## src/verilog/axi_bridge_defs.svh

```systemverilog
`ifndef AXI_BRIDGE_DEFS_SVH
`define AXI_BRIDGE_DEFS_SVH

// processor port and AXI widths
`define AXB_ADDR_W 32
`define AXB_DATA_W 32
`define AXB_ID_W   4

// one strobe bit per data byte
`define AXB_STRB_W (`AXB_DATA_W / 8)

`endif

```

## src/verilog/axi_bus_pkg.sv

```systemverilog
`include "axi_bridge_defs.svh"

package axi_bus_pkg;

	typedef enum logic [1:0] {
		AXI_RESP_OKAY   = 2'b00,
		AXI_RESP_EXOKAY = 2'b01,
		AXI_RESP_SLVERR = 2'b10,
		AXI_RESP_DECERR = 2'b11
	} axi_resp_e;

	// bytes per beat, log2 coded
	typedef enum logic [2:0] {
		AXI_SIZE_1B   = 3'd0,
		AXI_SIZE_2B   = 3'd1,
		AXI_SIZE_4B   = 3'd2,
		AXI_SIZE_8B   = 3'd3,
		AXI_SIZE_16B  = 3'd4,
		AXI_SIZE_32B  = 3'd5,
		AXI_SIZE_64B  = 3'd6,
		AXI_SIZE_128B = 3'd7
	} axi_size_e;

	typedef enum logic [1:0] {
		AXI_BURST_FIXED = 2'b00,
		AXI_BURST_INCR  = 2'b01,
		AXI_BURST_WRAP  = 2'b10
	} axi_burst_e;

	typedef logic [`AXB_ID_W-1:0] axi_id_t;

endpackage

```

## src/verilog/sram_req_pkg.sv

```systemverilog
`include "axi_bridge_defs.svh"

package sram_req_pkg;

	import axi_bus_pkg::*;

	// read request as handed to the read master
	typedef struct packed {
		logic [`AXB_ADDR_W-1:0] addr;
		axi_id_t                id;
	} sram_rd_t;

	// write request, full word with byte enables
	typedef struct packed {
		logic [`AXB_ADDR_W-1:0] addr;
		axi_id_t                id;
		logic [`AXB_DATA_W-1:0] data;
		logic [`AXB_STRB_W-1:0] strb;
	} sram_wr_t;

	// what comes back to the core for a read
	typedef struct packed {
		logic [`AXB_DATA_W-1:0] data;
		axi_id_t                id;
		axi_resp_e              resp;
	} sram_rret_t;

endpackage

```

## src/verilog/req_chan_if.sv

```systemverilog
`timescale 1ns/1ps

interface req_chan_if #(
	parameter type payload_t = logic
);

	logic     req_valid;
	logic     req_ready;
	payload_t req;
	// one cycle pulse when the AXI response of the request is taken
	logic     done;

	modport ctrl (
		output req_valid,
		output req,
		input  req_ready,
		input  done
	);

	modport master (
		input  req_valid,
		input  req,
		output req_ready,
		output done
	);

endinterface

```

## src/verilog/sram_axi_ctrl.sv

```systemverilog
`timescale 1ns/1ps
`include "axi_bridge_defs.svh"

module sram_axi_ctrl (
	input  logic                   ACLK,
	input  logic                   ARESETn,
	input  logic                   req,
	input  logic                   wr,
	input  logic [`AXB_ADDR_W-1:0] addr,
	input  axi_bus_pkg::axi_id_t   id,
	input  logic [`AXB_DATA_W-1:0] wdata,
	input  logic [`AXB_STRB_W-1:0] wstrb,
	output logic                   addr_ok,
	req_chan_if.ctrl               rd_chan,
	req_chan_if.ctrl               wr_chan
);

	import sram_req_pkg::*;

	sram_rd_t rd_req_q;
	sram_wr_t wr_req_q;
	logic     rd_pend;
	logic     wr_pend;
	logic     rd_hazard;
	logic     rd_accept;
	logic     wr_accept;

	//////////////////////////////////////////////////////////////////////
	// acceptance
	//////////////////////////////////////////////////////////////////////

	// wr_req_q still holds the address of the write in flight
	assign rd_hazard = wr_pend && (wr_req_q.addr == addr);

	// pend flags cover the staged request and the AXI transaction behind it
	assign addr_ok = wr ? (!wr_pend && wr_chan.req_ready)
	                    : (!rd_pend && rd_chan.req_ready && !rd_hazard);

	assign rd_accept = req && addr_ok && !wr;
	assign wr_accept = req && addr_ok && wr;

	assign rd_chan.req = rd_req_q;
	assign wr_chan.req = wr_req_q;

	always_ff @(posedge ACLK) begin
		if (!ARESETn) begin
			rd_chan.req_valid <= 1'b0;
			wr_chan.req_valid <= 1'b0;
			rd_pend           <= 1'b0;
			wr_pend           <= 1'b0;
		end else begin
			// valid holds until the master takes it
			if (rd_accept)
				rd_chan.req_valid <= 1'b1;
			else if (rd_chan.req_ready)
				rd_chan.req_valid <= 1'b0;

			if (wr_accept)
				wr_chan.req_valid <= 1'b1;
			else if (wr_chan.req_ready)
				wr_chan.req_valid <= 1'b0;

			if (rd_accept)
				rd_pend <= 1'b1;
			else if (rd_chan.done)
				rd_pend <= 1'b0;

			// a new write wins over the done of the old one
			if (wr_accept)
				wr_pend <= 1'b1;
			else if (wr_chan.done)
				wr_pend <= 1'b0;
		end
	end

	always_ff @(posedge ACLK) begin
		if (rd_accept) begin
			rd_req_q.addr <= addr;
			rd_req_q.id   <= id;
		end
		if (wr_accept) begin
			wr_req_q.addr <= addr;
			wr_req_q.id   <= id;
			wr_req_q.data <= wdata;
			wr_req_q.strb <= wstrb;
		end
	end

endmodule

```

## src/verilog/axi_rd_master.sv

```systemverilog
`timescale 1ns/1ps
`include "axi_bridge_defs.svh"

module axi_rd_master (
	input  logic                     ACLK,
	input  logic                     ARESETn,
	req_chan_if.master               chan,
	output logic [`AXB_ADDR_W-1:0]   ARADDR,
	output logic [3:0]               ARLEN,
	output logic [2:0]               ARSIZE,
	output logic [1:0]               ARBURST,
	output axi_bus_pkg::axi_id_t     ARID,
	output logic                     ARVALID,
	input  logic                     ARREADY,
	input  logic [`AXB_DATA_W-1:0]   RDATA,
	input  logic [1:0]               RRESP,
	input  logic                     RLAST,
	input  axi_bus_pkg::axi_id_t     RID,
	input  logic                     RVALID,
	output logic                     RREADY,
	output sram_req_pkg::sram_rret_t ret,
	output logic                     rdata_ok
);

	import axi_bus_pkg::*;

	typedef enum logic [1:0] {
		AR_IDLE = 2'b01,
		AR_REQ  = 2'b10
	} ar_state_e;

	typedef enum logic [1:0] {
		R_IDLE = 2'b01,
		R_WAIT = 2'b10
	} r_state_e;

	ar_state_e ar_state;
	r_state_e  r_state;
	logic      chan_hs;
	logic      ar_hs;
	logic      r_last_hs;

	assign chan_hs   = chan.req_valid && chan.req_ready;
	assign ar_hs     = ARVALID && ARREADY;
	assign r_last_hs = RVALID && RREADY && RLAST;

	// no new read until both FSMs are back to idle
	assign chan.req_ready = (ar_state == AR_IDLE) && (r_state == R_IDLE);
	assign chan.done      = rdata_ok;

	// single 4 byte beat, burst code 0
	assign ARLEN   = 4'd0;
	assign ARSIZE  = AXI_SIZE_4B;
	assign ARBURST = AXI_BURST_FIXED;

	//////////////////////////////////////////////////////////////////////
	// address FSM
	//////////////////////////////////////////////////////////////////////

	always_ff @(posedge ACLK) begin
		if (!ARESETn) begin
			ar_state <= AR_IDLE;
			ARVALID  <= 1'b0;
		end else begin
			case (ar_state)
				AR_IDLE: begin
					if (chan_hs) begin
						ar_state <= AR_REQ;
						ARVALID  <= 1'b1;
					end
				end
				AR_REQ: begin
					if (ar_hs) begin
						ar_state <= AR_IDLE;
						ARVALID  <= 1'b0;
					end
				end
				default: begin
					ar_state <= AR_IDLE;
					ARVALID  <= 1'b0;
				end
			endcase
		end
	end

	// stays put while AR is stalled
	always_ff @(posedge ACLK) begin
		if (chan_hs) begin
			ARADDR <= chan.req.addr;
			ARID   <= chan.req.id;
		end
	end

	//////////////////////////////////////////////////////////////////////
	// data FSM
	//////////////////////////////////////////////////////////////////////

	always_ff @(posedge ACLK) begin
		if (!ARESETn) begin
			r_state  <= R_IDLE;
			RREADY   <= 1'b0;
			rdata_ok <= 1'b0;
		end else begin
			rdata_ok <= 1'b0;
			case (r_state)
				R_IDLE: begin
					if (ar_hs) begin
						r_state <= R_WAIT;
						RREADY  <= 1'b1;
					end
				end
				R_WAIT: begin
					if (r_last_hs) begin
						r_state  <= R_IDLE;
						RREADY   <= 1'b0;
						rdata_ok <= 1'b1;
					end
				end
				default: begin
					r_state <= R_IDLE;
					RREADY  <= 1'b0;
				end
			endcase
		end
	end

	// last beat carries the word returned to the core
	always_ff @(posedge ACLK) begin
		if (r_last_hs) begin
			ret.data <= RDATA;
			ret.id   <= RID;
			ret.resp <= axi_resp_e'(RRESP);
		end
	end

endmodule

```

## src/verilog/axi_wr_master.sv

```systemverilog
`timescale 1ns/1ps
`include "axi_bridge_defs.svh"

module axi_wr_master (
	input  logic                   ACLK,
	input  logic                   ARESETn,
	req_chan_if.master             chan,
	output logic [`AXB_ADDR_W-1:0] AWADDR,
	output logic [3:0]             AWLEN,
	output logic [2:0]             AWSIZE,
	output logic [1:0]             AWBURST,
	output axi_bus_pkg::axi_id_t   AWID,
	output logic                   AWVALID,
	input  logic                   AWREADY,
	output logic [`AXB_DATA_W-1:0] WDATA,
	output logic [`AXB_STRB_W-1:0] WSTRB,
	output logic                   WLAST,
	output logic                   WVALID,
	input  logic                   WREADY,
	input  axi_bus_pkg::axi_id_t   BID,
	input  logic [1:0]             BRESP,
	input  logic                   BVALID,
	output logic                   BREADY,
	output axi_bus_pkg::axi_id_t   bid,
	output axi_bus_pkg::axi_resp_e bresp,
	output logic                   wdata_ok
);

	import axi_bus_pkg::*;

	typedef enum logic [1:0] {
		WR_IDLE,
		WR_SEND,
		WR_RESP
	} wr_state_e;

	wr_state_e state;
	logic      chan_hs;
	logic      b_hs;
	logic      aw_left;
	logic      w_left;

	assign chan_hs = chan.req_valid && chan.req_ready;
	assign b_hs    = BVALID && BREADY;
	// still waiting after this edge
	assign aw_left = AWVALID && !AWREADY;
	assign w_left  = WVALID && !WREADY;

	assign chan.req_ready = (state == WR_IDLE);
	assign chan.done      = wdata_ok;

	assign AWLEN   = 4'd0;
	assign AWSIZE  = AXI_SIZE_4B;
	assign AWBURST = AXI_BURST_FIXED;
	assign WLAST   = 1'b1;

	//////////////////////////////////////////////////////////////////////
	// AW and W go out together, B once both are through
	//////////////////////////////////////////////////////////////////////

	always_ff @(posedge ACLK) begin
		if (!ARESETn) begin
			state    <= WR_IDLE;
			AWVALID  <= 1'b0;
			WVALID   <= 1'b0;
			BREADY   <= 1'b0;
			wdata_ok <= 1'b0;
		end else begin
			wdata_ok <= 1'b0;
			case (state)
				WR_IDLE: begin
					if (chan_hs) begin
						state   <= WR_SEND;
						AWVALID <= 1'b1;
						WVALID  <= 1'b1;
					end
				end
				WR_SEND: begin
					// each channel drops on its own ready
					if (!aw_left)
						AWVALID <= 1'b0;
					if (!w_left)
						WVALID <= 1'b0;
					if (!aw_left && !w_left) begin
						state  <= WR_RESP;
						BREADY <= 1'b1;
					end
				end
				WR_RESP: begin
					if (b_hs) begin
						state    <= WR_IDLE;
						BREADY   <= 1'b0;
						wdata_ok <= 1'b1;
					end
				end
				default: begin
					state <= WR_IDLE;
				end
			endcase
		end
	end

	always_ff @(posedge ACLK) begin
		if (chan_hs) begin
			AWADDR <= chan.req.addr;
			AWID   <= chan.req.id;
			WDATA  <= chan.req.data;
			WSTRB  <= chan.req.strb;
		end
		if (b_hs) begin
			bid   <= BID;
			bresp <= axi_resp_e'(BRESP);
		end
	end

endmodule

```

## src/verilog/sram_axi_bridge.sv

```systemverilog
`timescale 1ns/1ps
`include "axi_bridge_defs.svh"

module sram_axi_bridge (
	input  logic                   ACLK,
	input  logic                   ARESETn,
	// processor side
	input  logic                   req,
	input  logic                   wr,
	input  logic [`AXB_ADDR_W-1:0] addr,
	input  logic [`AXB_ID_W-1:0]   id,
	input  logic [`AXB_DATA_W-1:0] wdata,
	input  logic [`AXB_STRB_W-1:0] wstrb,
	output logic                   addr_ok,
	output logic                   rdata_ok,
	output logic [`AXB_DATA_W-1:0] rdata,
	output logic [`AXB_ID_W-1:0]   rid,
	output logic [1:0]             rresp,
	output logic                   wdata_ok,
	output logic [`AXB_ID_W-1:0]   bid,
	output logic [1:0]             bresp,
	// AXI master
	output logic [`AXB_ADDR_W-1:0] ARADDR,
	output logic [3:0]             ARLEN,
	output logic [2:0]             ARSIZE,
	output logic [1:0]             ARBURST,
	output logic [`AXB_ID_W-1:0]   ARID,
	output logic                   ARVALID,
	input  logic                   ARREADY,
	input  logic [`AXB_DATA_W-1:0] RDATA,
	input  logic [1:0]             RRESP,
	input  logic                   RLAST,
	input  logic [`AXB_ID_W-1:0]   RID,
	input  logic                   RVALID,
	output logic                   RREADY,
	output logic [`AXB_ADDR_W-1:0] AWADDR,
	output logic [3:0]             AWLEN,
	output logic [2:0]             AWSIZE,
	output logic [1:0]             AWBURST,
	output logic [`AXB_ID_W-1:0]   AWID,
	output logic                   AWVALID,
	input  logic                   AWREADY,
	output logic [`AXB_DATA_W-1:0] WDATA,
	output logic [`AXB_STRB_W-1:0] WSTRB,
	output logic                   WLAST,
	output logic                   WVALID,
	input  logic                   WREADY,
	input  logic [`AXB_ID_W-1:0]   BID,
	input  logic [1:0]             BRESP,
	input  logic                   BVALID,
	output logic                   BREADY
);

	import sram_req_pkg::*;

	sram_rret_t rd_ret;

	req_chan_if #(.payload_t(sram_rd_t)) rd_chan ();
	req_chan_if #(.payload_t(sram_wr_t)) wr_chan ();

	// read return flattened for the core
	assign rdata = rd_ret.data;
	assign rid   = rd_ret.id;
	assign rresp = rd_ret.resp;

	sram_axi_ctrl sram_axi_ctrl_i (
		.ACLK    (ACLK),
		.ARESETn (ARESETn),
		.req     (req),
		.wr      (wr),
		.addr    (addr),
		.id      (id),
		.wdata   (wdata),
		.wstrb   (wstrb),
		.addr_ok (addr_ok),
		.rd_chan (rd_chan.ctrl),
		.wr_chan (wr_chan.ctrl)
	);

	axi_rd_master axi_rd_master_i (
		.ACLK     (ACLK),
		.ARESETn  (ARESETn),
		.chan     (rd_chan.master),
		.ARADDR   (ARADDR),
		.ARLEN    (ARLEN),
		.ARSIZE   (ARSIZE),
		.ARBURST  (ARBURST),
		.ARID     (ARID),
		.ARVALID  (ARVALID),
		.ARREADY  (ARREADY),
		.RDATA    (RDATA),
		.RRESP    (RRESP),
		.RLAST    (RLAST),
		.RID      (RID),
		.RVALID   (RVALID),
		.RREADY   (RREADY),
		.ret      (rd_ret),
		.rdata_ok (rdata_ok)
	);

	axi_wr_master axi_wr_master_i (
		.ACLK     (ACLK),
		.ARESETn  (ARESETn),
		.chan     (wr_chan.master),
		.AWADDR   (AWADDR),
		.AWLEN    (AWLEN),
		.AWSIZE   (AWSIZE),
		.AWBURST  (AWBURST),
		.AWID     (AWID),
		.AWVALID  (AWVALID),
		.AWREADY  (AWREADY),
		.WDATA    (WDATA),
		.WSTRB    (WSTRB),
		.WLAST    (WLAST),
		.WVALID   (WVALID),
		.WREADY   (WREADY),
		.BID      (BID),
		.BRESP    (BRESP),
		.BVALID   (BVALID),
		.BREADY   (BREADY),
		.bid      (bid),
		.bresp    (bresp),
		.wdata_ok (wdata_ok)
	);

endmodule

```

## config.mk

```make
export PLATFORM = sky130hd
export DESIGN_NAME = sram_axi_bridge
export DESIGN_NICKNAME = d
export VERILOG_FILES = /design/src/verilog/axi_bus_pkg.sv /design/src/verilog/sram_req_pkg.sv /design/src/verilog/req_chan_if.sv /design/src/verilog/sram_axi_ctrl.sv /design/src/verilog/axi_rd_master.sv /design/src/verilog/axi_wr_master.sv /design/src/verilog/sram_axi_bridge.sv
export VERILOG_INCLUDE_DIRS = /design/src /design/src/verilog
export SDC_FILE = /design/constraint.sdc
export NUM_CORES = 1
export LEC_CHECK = 0
export BUFFER_PORTS_ARGS = -buffer_cell sky130_fd_sc_hd__buf_2
export CAP_MARGIN = 40
export CORE_MARGIN = 4
export CORE_UTILIZATION = 35
export DETAILED_ROUTE_END_ITERATION = 6
export GPL_TIMING_DRIVEN = 0
export HOLD_SLACK_MARGIN = 0.06
export SLEW_MARGIN = 20
export SYNTH_ARGS = -nofsm -noshare
export SYNTH_HDL_FRONTEND = slang
export SYNTH_SLANG_ARGS = --single-unit
```

## constraint.sdc

```tcl
create_clock -name ACLK -period 12.6 [get_ports ACLK]
set_input_delay 0 -clock ACLK [delete_from_list [all_inputs] [get_ports ACLK]]
set_output_delay 0 -clock ACLK [all_outputs]
set_load 0.05 [all_outputs]
```

# Word-level counts from Yosys, hierarchy flattened
# Index checks and enable logic that the tools add are counted.
[word_totals]
reg_bits = 277
output_inout_bits = 179
wordCells = 122
[op_classes]
n_eq_ne = 16
muxes = 35
n_reduce_logical = 40
[op_table]
columns = ["op", "count"]
rows = [
  ["32-bit == test", 1],
  ["1-bit two-way mux", 20],
  ["1-bit logical AND", 17],
  ["2-bit two-way mux", 7],
  ["2-bit by 1-bit inequality test with 1-bit output, second input constant", 6],
  ["3-bit AND reduction", 4],
  ["2-bit nonzero test", 6],
  ["1-bit case mux with 2 select lines", 5],
  ["1-bit zero test", 8],
  ["2-bit case mux with 2 select lines", 2],
  ["2-bit AND reduction", 4],
  ["2-bit by 1-bit == test with 1-bit output, second input constant", 3],
  ["2-bit == test, second input constant", 3],
  ["2-bit inequality test, second input constant", 3],
  ["2-bit case mux with 3 select lines", 1],
  ["2-bit zero test", 1],
]

# Longest topological paths before layout
[logic_depth]
depth_word = 8
mapped_depth = 6
depth_no_buf = 5

# Modules after synthesis
# Synthesis repeated with hierarchy kept, for this count alone.
[hier_totals]
hier_cells = 403
area_unflattened_um2 = 8974.9
[modules_own_cells]
columns = ["mod", "instances", "cells_per_inst", "area_per_inst_um2", "seq_area_each_um2"]
rows = [
  ["sram_axi_ctrl", 1, 175, 3784.9, 3323.2],
  ["axi_wr_master", 1, 124, 2693.8, 2462.4],
  ["axi_rd_master", 1, 104, 2496.1, 2322.2],
]

# Worst setup path after synthesis
# Ideal clock, no wire load.
[synth_path]
kind = "register to register"
startpoint = "register axi_wr_master_i.state[1]"
endpoint = "register axi_wr_master_i.AWADDR[0], enable pin"
arrival_time_ns = 3.763
t_required_ns = 12.089
setup_slack_ns = 8.325
stages_incl_launch_ff = 3
cell_sequence = "dfxtp_1 -> nor2b_1 -> nor2b_1"
[synth_via]
elab_chain_len = 2
[synth_rtl]
columns = ["item", "line_no", "source"]
rows = [
  ["start: declaration", "axi_wr_master.sv:37", "wr_state_e state;"],
  ["start signal: assignment", "axi_wr_master.sv:63", "state <= WR_IDLE;"],
  ["start signal: assignment", "axi_wr_master.sv:73", "state <= WR_SEND;"],
  ["start signal: assignment", "axi_wr_master.sv:85", "state <= WR_RESP;"],
  ["2-bit zero test", "axi_wr_master.sv:49", "assign chan.req_ready = (state == WR_IDLE);"],
  ["1-bit logical AND", "axi_wr_master.sv:43", "assign chan_hs = chan.req_valid && chan.req_ready;"],
  ["via axi_wr_master_i.chan_hs", "axi_wr_master.sv:38", "logic chan_hs;"],
  ["end signal: assignment", "axi_wr_master.sv:105", "AWADDR <= chan.req.addr;"],
  ["end: declaration", "axi_wr_master.sv:8", "output logic [`AXB_ADDR_W-1:0] AWADDR,"],
]
# The timed path passes the listed nets, and every way through them passes these cells.
# A chain may end at the register's enable or synchronous reset.

# Worst setup path after layout
[layout_path]
startpoint = "register sram_axi_ctrl_i.wr_req_q (netlist bit sram_axi_ctrl_i.wr_chan.req[53])"
endpoint = "output addr_ok"
[layout_via]
elab_chain_len = 5
[layout_rtl]
columns = ["item", "line_no", "source"]
rows = [
  ["start: declaration", "sram_axi_ctrl.sv:21", "sram_wr_t wr_req_q;"],
  ["32-bit == test", "sram_axi_ctrl.sv:33", "assign rd_hazard = wr_pend && (wr_req_q.addr == addr);"],
  ["1-bit logical AND", "sram_axi_ctrl.sv:33", ""],
  ["1-bit zero test", "sram_axi_ctrl.sv:37", ": (!rd_pend && rd_chan.req_ready && !rd_hazard);"],
  ["1-bit logical AND", "sram_axi_ctrl.sv:37", ""],
  ["1-bit two-way mux", "sram_axi_ctrl.sv:36", "assign addr_ok = wr ? (!wr_pend && wr_chan.req_ready)"],
  ["end: declaration", "sram_axi_bridge.sv:14", "output logic addr_ok,"],
]
# Every way passes these cells.

==> impl_metrics.py <==
metrics = {
    "floorplan": {
        "die_x_um": 168,
        "rows": 58,
        "initial_core_util_pct": 35.6,
        "ioPinCount": 305,
        "die_area_um2": 28200,
        "die_y_um": 168,
        "core_um2": 25200,
    },
    "drt": {
        "post-route-drc-count": 0,
        "vias": 5204,
        "wire_per_inst_um": 17.0,
        "vias_per_cell": 4.26,
        "drt_iter0_drc": 229,
        "antenna_left": 0,
        "drt_wl_total_um": 20800,
        "firstDrtPassIters": 4,
    },
    "outcome": {
        "outcome": "finished, final reports clean",
    },
    "layout": {
        "multiInputGateArea_um2": 758,
        "final_util_pct": 52.9,
        "antennaDiodeCount": 0,
        "syn_to_final_growth_pct": 48.7,
        "fillers": 1976,
        "layout_commonest_cell": "buf_2",
        "layout-drive-gt1-share_pct": 40.3,
        "stdcell_count": 1223,
        "fin_nets": 997,
        "register_area_um2": 8110,
        "layout_common_cells": "285 x buf_2, 260 x edfxtp_1, 130 x dlygate4sd3_1",
    },
    "sta": {
        "grt_setup_unrepaired": "no",
        "finalSetupTns_ps": 0,
        "min_period_ps": 2690,
        "skew_ps": 14.5,
        "max_freq_ghz": 0.372,
        "setup_viol_count_final": 0,
        "max_slew_margin_pct": 51.6,
        "final.period_utilization_pct": 21.3,
        "hold_viol_final": 0,
        "setup_ws_ps": 9910,
        "worst_pin_slew_ps": 724,
        "finalMaxSlewViolations": 0,
    },
    "power_and_ir_drop": {
        "seq_power_share_pct": 51.1,
        "pwr_density_cell_nw_per_um2": 154,
        "p_sw_w": 0.000464,
        "ir_drop_v": 0.000106,
        "p_leak_nw": 5.15,
        "internal_power_w": 0.00160,
        "swShare_pct": 22.5,
        "comb_power_share_pct": 8.9,
        "p_clk_share_pct": 40.0,
    },
    "logic_synthesis": {
        "synth_area_leaders": "edfxtp_1 87%, dfxtp_1 3.4%, xnor2_1 2.1%",
        "synthSimpleGateAreaFrac_pct": 3.06,
        "synth_cells": 400,
        "ys_seq_area_share_pct": 90.5,
        "synth_area_per_cell_um2": 22.4,
        "syn-cell-area_um2": 8960,
        "synthFlopType": "edfxtp_1",
        "synth_compound_area_share_pct": 1.21,
        "ys_types": 32,
        "yosys_warnings": 0,
        "synth_fa_ha_area_share_pct": 0,
        "synth-seq-cells": 275,
        "synth_xor_area_share_pct": 3.13,
        "synth_edf_count": 260,
        "synthArstFlopShare_pct": 0,
        "synth_top_family_by_area": "XOR/XNOR gates",
        "synth_top_area_cell": "edfxtp_1",
        "yosys.area.top_type_share_pct": 87.1,
        "synthMuxAreaShare_pct": 0,
    },
    "clock_tree": {
        "cts_num_sinks": 275,
        "post_cts_buffers": 0,
        "path_clk_slew_ps": 60,
        "cts-root-buf": "clkbuf_16",
        "clk_path_buf_depth": 3,
        "htree_levels": 1,
        "clk_latency_ps": 550,
        "cts_tree": "yes",
        "cts_buffers": 29,
    },
    "worst_hold_path": {
        "hp-class": "primary input to flop",
        "worstHoldPathCells": 2,
        "whs_endpoint": "sram_axi_ctrl_i.wr_chan.req[7]$_DFFE_PP_",
        "hp-start": "wdata[3]",
    },
    "critical_path": {
        "cp-end-kind": "output pin",
        "r2r_start": "sram_axi_ctrl_i.wr_chan.req[53]$_DFFE_PP_",
        "reg2reg_slack_ps": 10100,
        "path_max_fanout": 4,
        "crit_required_ps": 12600,
        "start_kind": "flop",
        "worst_ep_arrival_time_ps": 2690,
        "rr_endpoint": "sram_axi_ctrl_i.rd_chan.req[30]$_DFFE_PP_",
        "crit_type": "flop to output pin",
        "worstRegToRegCells": 6,
        "cp-startpoint": "sram_axi_ctrl_i.wr_chan.req[53]$_DFFE_PP_",
    },
    "global_routing": {
        "grt_start_max_net_pins": 44,
        "grt-ovfl-total": 0,
        "antenna_found_initial": 0,
        "grt_pass1_wl_um": 31600,
        "grt_pass1_vias": 5543,
        "grt_use_total_pct": 14.3,
    },
    "job": {
        "drv_cap": 0,
    },
    "placed_design": {
        "hpwl_um": 13900,
        "gp_congestion": 0.787,
        "dp.cells": 1040,
        "dp_slack_ps": 10040,
        "numPortBuffers": 285,
    },
}
## synth_stat cells (2+ instances only)
| cell | n |
|---|---|
| a21boi_0 | 3 |
| and2_1 | 5 |
| and4b_1 | 2 |
| buf_4 | 19 |
| clkbuf_1 | 2 |
| conb_1 | 2 |
| dfxtp_1 | 15 |
| edfxtp_1 | 260 |
| inv_1 | 9 |
| nand2_1 | 3 |
| nand2b_1 | 2 |
| nand3_1 | 5 |
| nand4_1 | 5 |
| nor2_1 | 5 |
| nor2b_1 | 5 |
| nor3_1 | 2 |
| nor3b_1 | 2 |
| nor4_1 | 2 |
| o21ai_0 | 7 |
| o21ai_1 | 3 |
| xnor2_1 | 21 |
| xor2_1 | 11 |
## layout make-up
class	count	area share, %
Buffer	21	1.13
Clock buffer	34	5.59
Clock inverter	19	1.40
Inverter	9	0.272
Multi-Input combinational cell	112	5.69
Sequential cell	275	60.8
Tap cell	330	3.10
Timing Repair Buffer	423	22.0
## through the flow
step	power (W)	hold slack (ps)	instance area, µm²
floorplan	0.00116	98.9	9030
global placement	0.00122	177	10900
detailed placement	0.00122	178	11100
CTS	0.00209	129	13300
global route	0.00215	138	13300
finish	0.00206	159	13300
## worst max-delay path by stage
stage	depth (start not counted)	to	slack, ps
6_report	6	addr_ok	9910
5_1_grt	6	addr_ok	9780
4_1_cts	6	addr_ok	9810
3_5_place_dp	6	sram_axi_ctrl_i.rd_chan.req[1]$_DFFE_PP_	10040
3_3_place_gp	2	axi_wr_master_i.AWID[1]$_DFFE_PP_	6020
2_1_floorplan	2	axi_wr_master_i.AWADDR[0]$_DFFE_PP_	8330
## what timing repair did
action,in CTS,in global routing
hold buffers,130,0
gates resized for setup,0,0
endpoints found under the hold margin,194,0
## state kept, by name (all words and copies together), names as in the netlist, 2 cells and up
signal,cells
axi_rd_master_i.ar_state,2
axi_wr_master_i.AWADDR,32
axi_wr_master_i.AWID,4
axi_rd_master_i.ARADDR,32
axi_wr_master_i.state,2
axi_wr_master_i.WSTRB,4
sram_axi_ctrl_i.wr_chan.req,72
sram_axi_ctrl_i.rd_chan.req,36
axi_rd_master_i.ARID,4
axi_wr_master_i.bid,4
axi_wr_master_i.bresp,2
axi_rd_master_i.ret,38
axi_wr_master_i.WDATA,32
## critical path, cell delays in order, from the launching register on
cell and delay [ps]:
edfxtp_1 410, xnor2_1 190, nand4_1 140, or4_4 580
nor4_4 450, o21bai_1 140, buf_2 230
## cells by family after synthesis
logic type,Yosys count
flip-flops,275
buffers and inverters,30
AND/OR/NAND/NOR,43
AO/OA/AOI/OAI,18
other,2
XOR/XNOR,32
## routing by layer
metal,vias up,share of wire (%),global-route usage [%]
li1,2450,-,-
met1,2470,39,17.6
met2,246,49,24.7
met3,38,9.0,4.13
met4,0,2.3,4.27
met5,-,0,0
## power groups by stage
stage,registers [W],clock network [W],logic [W]
after detailed placement,0.00107,0,0.000153
final,0.00105,0.000823,0.000184
after global placement,0.00107,0,0.000142
after CTS,0.00105,0.000854,0.000185
after floorplan,0.00112,0,0.0000456
after global routing,0.00105,0.000897,0.000196
Power figures use the tool's default switching activity.
